--- src/design/touch_trail_pkg.sv ---
package touch_trail_pkg;

    // raw touchpad sample as the serial controller delivers it
    typedef logic [8:0] touch_raw_t;

    // screen cell, raw coordinate divided by four
    typedef logic [6:0] cell_t;

    // age of a trail point in frames
    typedef logic [3:0] age_t;

    // pressure at or above this counts as a touch
    // same as requiring z >> 8 to be non-zero
    localparam touch_raw_t PRESS_THRESHOLD = 9'd256;

    // a point reaching this age drops out of the trail
    // also the brightness of a brand new point
    localparam age_t MAX_AGE = 4'd15;

    // max distance per axis, in cells, for a query to hit a point
    localparam cell_t HIT_RADIUS = 7'd2;

endpackage

--- src/design/touch_latch.sv ---
module touch_latch
    import touch_trail_pkg::*;
(
    input  logic       tft_new_frame,
    input  logic       reset,
    input  touch_raw_t touch_x,
    input  touch_raw_t touch_y,
    input  touch_raw_t touch_z,
    output cell_t      cursor_x,
    output cell_t      cursor_y,
    output logic       cursor_valid,
    output logic       new_point
);

    logic accept;
    cell_t scaled_x;
    cell_t scaled_y;

    // enough pressure means a real touch this frame
    assign accept = (touch_z >= PRESS_THRESHOLD);

    // drop the two low bits to go from touchpad units to cells
    assign scaled_x = touch_x[8:2];
    assign scaled_y = touch_y[8:2];

    always_ff @(posedge tft_new_frame) begin
        if (reset) begin
            cursor_x     <= '0;
            cursor_y     <= '0;
            cursor_valid <= 1'b0;
            new_point    <= 1'b0;
        end else begin
            // one frame pulse per accepted touch
            new_point <= accept;
            if (accept) begin
                cursor_x     <= scaled_x;
                cursor_y     <= scaled_y;
                // sticky once the first touch arrives
                cursor_valid <= 1'b1;
            end
        end
    end

endmodule

--- src/design/trail_slot.sv ---
module trail_slot
    import touch_trail_pkg::*;
(
    input  logic  tft_new_frame,
    input  logic  reset,
    input  logic  shift,
    input  cell_t in_x,
    input  cell_t in_y,
    input  logic  in_valid,
    input  age_t  in_age,
    output cell_t x,
    output cell_t y,
    output logic  valid,
    output age_t  age
);

    age_t in_next_age;
    age_t own_next_age;

    // entry moving in is one frame older than in the previous slot
    // slot 0 gets all ones here, which wraps to a fresh age of zero
    assign in_next_age  = in_age + age_t'(1);
    assign own_next_age = age + age_t'(1);

    // valid flag and age
    always_ff @(posedge tft_new_frame) begin
        if (reset) begin
            valid <= 1'b0;
            age   <= '0;
        end else if (shift) begin
            valid <= in_valid && (in_next_age != MAX_AGE);
            age   <= in_next_age;
        end else if (valid) begin
            // age in place until the point expires
            age <= own_next_age;
            if (own_next_age == MAX_AGE) begin
                valid <= 1'b0;
            end
        end
    end

    // coordinates only move along with a shift
    always_ff @(posedge tft_new_frame) begin
        if (shift) begin
            x <= in_x;
            y <= in_y;
        end
    end

endmodule

--- src/design/trail_hit_detect.sv ---
module trail_hit_detect
    import touch_trail_pkg::*;
#(
    parameter int TRAIL_DEPTH = 4
) (
    input  cell_t                              query_x,
    input  cell_t                              query_y,
    input  logic [TRAIL_DEPTH*$bits(cell_t)-1:0] slot_x,
    input  logic [TRAIL_DEPTH*$bits(cell_t)-1:0] slot_y,
    input  logic [TRAIL_DEPTH-1:0]             slot_valid,
    input  logic [TRAIL_DEPTH*$bits(age_t)-1:0]  slot_age,
    output logic                               hit,
    output age_t                               hit_intensity
);

    localparam int CW = $bits(cell_t);
    localparam int AW = $bits(age_t);

    logic [TRAIL_DEPTH-1:0] near;

    // per slot distance test
    for (genvar i = 0; i < TRAIL_DEPTH; i++) begin : g_dist
        cell_t sx;
        cell_t sy;
        cell_t dx;
        cell_t dy;

        assign sx = slot_x[i*CW +: CW];
        assign sy = slot_y[i*CW +: CW];

        // absolute distance without going signed
        assign dx = (query_x > sx) ? (query_x - sx) : (sx - query_x);
        assign dy = (query_y > sy) ? (query_y - sy) : (sy - query_y);

        // square window, not a circle
        assign near[i] = slot_valid[i] && (dx <= HIT_RADIUS) && (dy <= HIT_RADIUS);
    end

    // walk from oldest to youngest so the lowest index wins
    always_comb begin
        hit           = 1'b0;
        hit_intensity = '0;
        for (int i = TRAIL_DEPTH - 1; i >= 0; i--) begin
            if (near[i]) begin
                hit           = 1'b1;
                hit_intensity = MAX_AGE - slot_age[i*AW +: AW];
            end
        end
    end

endmodule

--- src/design/touch_trail.sv ---
module touch_trail
    import touch_trail_pkg::*;
#(
    parameter int TRAIL_DEPTH = 4
) (
    input  logic       tft_new_frame,
    input  logic       reset,
    input  touch_raw_t touch_x,
    input  touch_raw_t touch_y,
    input  touch_raw_t touch_z,
    input  cell_t      query_x,
    input  cell_t      query_y,
    output cell_t      cursor_x,
    output cell_t      cursor_y,
    output logic       cursor_valid,
    output logic       hit,
    output age_t       hit_intensity
);

    localparam int CW = $bits(cell_t);
    localparam int AW = $bits(age_t);

    logic new_point;

    // whole trail, slot 0 in the low bits
    logic [TRAIL_DEPTH*CW-1:0] slot_x;
    logic [TRAIL_DEPTH*CW-1:0] slot_y;
    logic [TRAIL_DEPTH-1:0]    slot_valid;
    logic [TRAIL_DEPTH*AW-1:0] slot_age;

    touch_latch i_touch_latch (
        .tft_new_frame (tft_new_frame),
        .reset         (reset),
        .touch_x       (touch_x),
        .touch_y       (touch_y),
        .touch_z       (touch_z),
        .cursor_x      (cursor_x),
        .cursor_y      (cursor_y),
        .cursor_valid  (cursor_valid),
        .new_point     (new_point)
    );

    for (genvar k = 0; k < TRAIL_DEPTH; k++) begin : g_slot
        if (k == 0) begin : g_head
            // head loads the fresh cursor point, age wraps to zero
            trail_slot i_trail_slot (
                .tft_new_frame (tft_new_frame),
                .reset         (reset),
                .shift         (new_point),
                .in_x          (cursor_x),
                .in_y          (cursor_y),
                .in_valid      (1'b1),
                .in_age        ('1),
                .x             (slot_x[0 +: CW]),
                .y             (slot_y[0 +: CW]),
                .valid         (slot_valid[0]),
                .age           (slot_age[0 +: AW])
            );
        end else begin : g_tail
            trail_slot i_trail_slot (
                .tft_new_frame (tft_new_frame),
                .reset         (reset),
                .shift         (new_point),
                .in_x          (slot_x[(k-1)*CW +: CW]),
                .in_y          (slot_y[(k-1)*CW +: CW]),
                .in_valid      (slot_valid[k-1]),
                .in_age        (slot_age[(k-1)*AW +: AW]),
                .x             (slot_x[k*CW +: CW]),
                .y             (slot_y[k*CW +: CW]),
                .valid         (slot_valid[k]),
                .age           (slot_age[k*AW +: AW])
            );
        end
    end

    trail_hit_detect #(
        .TRAIL_DEPTH (TRAIL_DEPTH)
    ) i_trail_hit_detect (
        .query_x       (query_x),
        .query_y       (query_y),
        .slot_x        (slot_x),
        .slot_y        (slot_y),
        .slot_valid    (slot_valid),
        .slot_age      (slot_age),
        .hit           (hit),
        .hit_intensity (hit_intensity)
    );

endmodule

--- config.mk ---
export PLATFORM = sky130hd
export DESIGN_NAME = touch_trail
export DESIGN_NICKNAME = d
export VERILOG_FILES = /design/src/design/touch_trail_pkg.sv /design/src/design/touch_latch.sv /design/src/design/trail_slot.sv /design/src/design/trail_hit_detect.sv /design/src/design/touch_trail.sv
export SDC_FILE = /design/constraint.sdc
export NUM_CORES = 1
export LEC_CHECK = 0
export ABC_AREA = 1
export CORE_MARGIN = 2
export CORE_UTILIZATION = 55
export DETAILED_ROUTE_END_ITERATION = 6
export DONT_BUFFER_PORTS = 1
export HOLD_SLACK_MARGIN = 0.03
export PLACE_DENSITY = 0.72
export SETUP_SLACK_MARGIN = 0.15
export SYNTH_ARGS = -nofsm -noshare
export SYNTH_HDL_FRONTEND = slang
export SYNTH_SLANG_ARGS = --single-unit
--- constraint.sdc ---
create_clock -name tft_new_frame -period 2.85 [get_ports tft_new_frame]
set_clock_uncertainty 0.1 [all_clocks]
set_input_delay 0.4275 -clock tft_new_frame [delete_from_list [all_inputs] [get_ports tft_new_frame]]
set_output_delay 0.4275 -clock tft_new_frame [all_outputs]
set_load 0.01 [all_outputs]
# Word-level counts from Yosys, hierarchy flattened

Cells that the tools add are included.

Word-level logic and storage cells: 117
Flip-flop bits (word level): 92
Input port bits: 43
Output and inout bits: 20

Multiplexer cells: 34
Reductions and logical operators: 15
Eq/ne operators: 7
$add $sub $neg: 24
Order comparisons: 17

Operators with widths:

| operator            | number |
|---|---|
| $sub 7x7->7         | 16 |
| $gt 7x7->1          | 8 |
| $le 7x2->1 const B  | 8 |
| $mux 7              | 8 |
| $mux 4              | 10 |
| $add 4x1->4 const B | 4 |
| $eq 4x4->1 const B  | 4 |
| $mux 1              | 16 |
| $sub 4x4->4 const A | 4 |
| $ne 4x4->1 const B  | 3 |
| $logic_and 1x1->1   | 11 |
| $ge 9x9->1 const B  | 1 |
| $reduce_bool 2->1   | 3 |
| $reduce_or 2->1     | 1 |

# Depth between registers and ports, before layout

Depth after elaboration: 9
Gate-level depth with buffers: 21

# Cells and area by module

From an unflattened synthesis, not the netlist that was laid out.

Cells, all modules: 1341
Area total of the unflattened synthesis: 9452.8 um^2

By module, submodules not included:

| module           | cells an instance | area an instance (um^2) | instances | sequential area each (um^2) |
|---|---|---|---|---|
| trail_hit_detect | 925               | 5521.5                  | 1         | 0.0 |
| trail_slot       | 80                | 818.3                   | 4         | 520.5 |
| touch_latch      | 95                | 654.4                   | 1         | 320.3 |
| touch_trail      | 1                 | 3.8                     | 1         | 0.0 |

# Least setup slack after synthesis

OpenSTA, ideal clock, no wires.

Path kind: register to register
From: register i_touch_latch.new_point
To: register g_slot[1].g_tail.i_trail_slot.age[2]
Path buffers: 0
Path slack: -57 ps
Cell stages (with the launch flop): 8
Arrival: 2692 ps
Period minus slack after synthesis: 2907 ps
Path through: dfxtp_1 -> clkinv_1 -> nand2_1 -> inv_1 -> nand3_1 -> nand2_1 -> o21ai_0 -> inv_1

Longest elaborated chain between the ends: 1

RTL lines:

| item                                               | line              | source |
|---|---|---|
| start: declaration                                 | touch_latch.sv:12 | `output logic new_point` |
| start signal: assignment                           | touch_latch.sv:34 | `new_point <= accept;` |
| $mux 4 / $reduce_bool 2->1 (equally long branches) | -                 |  |
| end signal: assignment                             | trail_slot.sv:32  | `age <= in_next_age;` |
| end signal: assignment                             | trail_slot.sv:35  | `age <= own_next_age;` |
| end: declaration                                   | trail_slot.sv:14  | `output age_t age` |

Parallel ways exist; a longest one is shown, timed or not.
A chain may end at the register's enable or synchronous reset.

# Final worst setup path

From: register g_slot[2].g_tail.i_trail_slot.x[0]
To: output port hit_intensity[3]

Longest elaborated chain between the ends: 8

RTL lines:

| item                                             | line                   | source |
|---|---|---|
| start: declaration                               | trail_slot.sv:11       | `output cell_t x,` |
| start signal: assignment                         | trail_slot.sv:45       | `x <= in_x;` |
| $sub 7x7->7 / $gt 7x7->1 (equally long branches) | trail_hit_detect.sv:32 | `assign dx = (query_x > sx) ? (query_x - sx) : (sx - query_x);` |
| $mux 7 *                                         | trail_hit_detect.sv:32 |  |
| $le 7x2->1 *                                     | trail_hit_detect.sv:36 | `assign near[i] = slot_valid[i] && (dx <= HIT_RADIUS) && (dy <= HIT_RADIUS);` |
| $logic_and 1x1->1 * (2 in a row)                 | trail_hit_detect.sv:36 |  |
| $mux 4 * (3 in a row)                            | trail_hit_detect.sv:44 | `if (near[i]) begin` |
| end: declaration                                 | touch_trail.sv:17      | `output age_t hit_intensity` |

Mark *: on every way between the ends. The rest lies on a longest branch, timed or not.

==> impl_metrics.yaml <==
timing:
  setup_tns_ns: -2.505
  max-slew-margin-rel: 0.5092
  period_share: 1.181
  whs_ns: 0.03506
  tightest_slew_ns: 0.7354
  finalHoldViolCount: 0
  period_needed_ns: 3.365
  fmax_mhz: 297.2
  layout_setup_ws_ns: -0.5150
  finalSetupViolCount: 5
  rsz0062_at_grt: "yes"
  maxSlewViolCount: 0
synth:
  synth_seq_cells: 92
  synth_top_area_frac: 0.1875
  syn_nets: 1370
  synth_top_area_cell: "edfxtp_1"
  syn_avg_cell_area_um2: 7.479
  synth_area_um2: 8967
  ys_types: 50
  ys_async_sr_fraction: 0
  synth_area_leaders: "edfxtp_1 (19%), ha_1 (16%), nand2_1 (12%)"
  ys_seq_area_frac: 0.2679
  synthMostInstantiatedCell: "nand2_1"
  synth_common_cells: "nand2_1 (287), inv_1 (210), ha_1 (112)"
  synth_ff_type: "edfxtp_1"
  ys_warn_count: 0
  synth_edf_count: 56
  synthCells: 1199
routing:
  routed_wl_mm: 22.54
  via_per_inst: 5.170
  drt_iter0_markers: 387
  routedWlPerCell_um: 14.36
  via_count: 8111
  drc_errors: 0
  drtPass1Iterations: 5
  ant_nets: 0
global_routing:
  grt_pass1_wl_mm: 37.06
  antenna_found_initial: 0
  overflow: 0
  grt_pass1_vias: 7886
  grt_start_max_net_pins: 31
  grt_usage: 0.2640
cts:
  clock-sinks: 92
  cts_tree: "done"
  cts_buffer_depth: 2
  clkSlewWorstSetupHoldPaths_ns: 0.07
  cts_inserted_buffers: 9
  clkLatencyLatePin_ns: 0.36
  htreeDepth: 3
  clockRootBuffer: "clkbuf_16"
power:
  p_per_area_nw_per_um2: 395.1
  power.net_switching_w: 0.001451
  switching_share: 0.3362
  leakage_nw: 5.609
  clock_power_share: 0.299
  p_comb_frac: 0.341
  seq_power_share: 0.359
  peakVddDrop_mv: 0.3914
  p_int_w: 0.002866
critical_path:
  critical_path_class: "register to output port"
  worstPathArrival_ns: 2.84
  r2r_start: "i_touch_latch.new_point"
  crit_path_max_fanout: 5
  crit_path_start: "g_slot[2].g_tail.i_trail_slot.x[0]"
  crit_chain: "inv_1 > ha_2 > inv_2 > fa_2 > nand2_2 > nand2_2 > buf_4 > xor2_1 > nand2_1 > nand4_1 > a21oi_4 > nand3_4 > nand2_1 > nand2_1 > nand2_1 > nand2_2 > nand2_2"
  critPathLaunchType: "register"
  cp-end-kind: "output port"
  cp_slowest_stage_delay_ns: 0.44
  slowest_stage: "edfxtp_1"
  required_ns: 2.32
die:
  initial_core_util: 0.5645
  die_width_um: 131.7
  placementRows: 46
  dieArea_um2: 17340
  fp.dieH_um: 131.7
  pin_count: 63
  core_area_um2: 15890
layout:
  regArea_um2: 2404
  n_fill_cell: 1337
  multi_input_area_um2: 5877
  final_nets: 1519
  syn2layout_area_growth_pct: 21.85
  drive_gt1_frac: 0.2173
  finalNonFillerCells: 1569
  final_util: 0.6879
  n_antenna_cell: 0
status:
  status: "finished, violations left"
  violations: "setup timing"
placed_design:
  place_congestion: 0.9151
  dp_cells: 1541
  post-dp-hpwl_mm: 17.73
  port_buffers: 0
hold_path:
  hp-class: "primary input to register"
  hp-start: "reset"
flow_run:
  drv_cap: 0
==> worst paths after layout <==
kind | to | slack [ns] | cells after the start
worst min register to register | g_slot[1].g_tail.i_trail_slot.y[6] | 0.35 | 0
worst max register to register | g_slot[1].g_tail.i_trail_slot.age[2] | 1.04 | 7
worst min-delay path | g_slot[0].g_head.i_trail_slot.valid | 0.04 | 1
worst max-delay path | hit_intensity[3] | -0.51 | 17
==> power by group through the flow <==
stage	Sequential [W]	Combinational [W]	Clock (W)
CTS	0.00155	0.00142	0.00130
global placement	0.00157	0.00135	0
detailed placement	0.00158	0.00138	0
floorplan	0.00156	0.000937	0
global route	0.00156	0.00165	0.00135
finish	0.00155	0.00147	0.00129
==> kinds of logic (layout without fill, tap and decap cells) <==
family,after synthesis,count (layout),share of synthesized area
AOI/OAI and AO/OA,138,138,0.09014
xor gates and xnor gates,49,49,0.04786
adders and majority gates,128,128,0.1920
buffers and inverters,242,396,0.1090
DFF,92,92,0.2679
and+or+nand+nor,550,550,0.2932
==> area by class of cell <==
class	instances	share of cell area
multi-input cells	865	0.5378
flip-flops and latches	92	0.2200
repair buffers	162	0.1127
inverters	218	0.07592
well taps	216	0.02473
clock buffers	10	0.02290
clock inverters	6	0.005954
==> metrics by stage <==
step / cell area (um^2) / power, W / setup slack, ns
floorplan: 8976 / 0.002499 / 0.05818
global placement: 10230 / 0.002929 / -0.2569
detailed placement: 10230 / 0.002958 / -0.3135
CTS: 10680 / 0.004270 / -0.4611
global route: 10930 / 0.004553 / -0.6765
finish: 10930 / 0.004318 / -0.5150
==> routing by layer <==
metal / vias up / wire length (um) / global-route usage
li1: 4143 / - / -
met4: 0 / 563 / 0.08092
met1: 3744 / 9992 / 0.3366
met2: 180 / 11050 / 0.4599
met5: - / 0 / 0
met3: 44 / 932 / 0.04128
==> worst max-delay path: cells and delay by family (launching register included) <==
family | cells | cell delay, ns
adders and majority gates | 2 | 0.52
and+or+nand+nor | 10 | 0.84
xor gates and xnor gates | 1 | 0.16
AOI/OAI and AO/OA | 1 | 0.25
buffers and inverters | 3 | 0.27
DFF | 1 | 0.44
==> placed cells by master (no fill, tap or decap), drive strengths merged, types with 13 or more instances in the layout <==
cell    instances
o21ai          42
nand2         316
xor2           36
nand3          93
nor2           88
nand4          27
buf           161
dfxtp          36
fa             16
a21oi          70
xnor2          13
edfxtp         56
nand3b         17
inv           216
ha            112
==> registers in the layout (all words and copies together) (netlist names) <==
signal,cells
i_touch_latch.cursor_x,7
i_touch_latch.new_point,1
g_slot.g_head.i_trail_slot.x,7
g_slot.g_tail.i_trail_slot.age,12
g_slot.g_head.i_trail_slot.valid,1
g_slot.g_tail.i_trail_slot.valid,3
g_slot.g_tail.i_trail_slot.x,21
g_slot.g_head.i_trail_slot.age,4
g_slot.g_head.i_trail_slot.y,7
i_touch_latch.cursor_y,7
g_slot.g_tail.i_trail_slot.y,21
i_touch_latch.cursor_valid,1
==> timing repair <==
item / in CTS / in global routing
buffers inserted: 1 / 10
pin swaps: 14 / 15
endpoints found under the setup margin: 5 / 5
resized for setup: 28 / 27
hold endpoints to repair: 4 / 0
hold buffers: 1 / 0
Note: power is estimated with default switching activity, not from simulation.
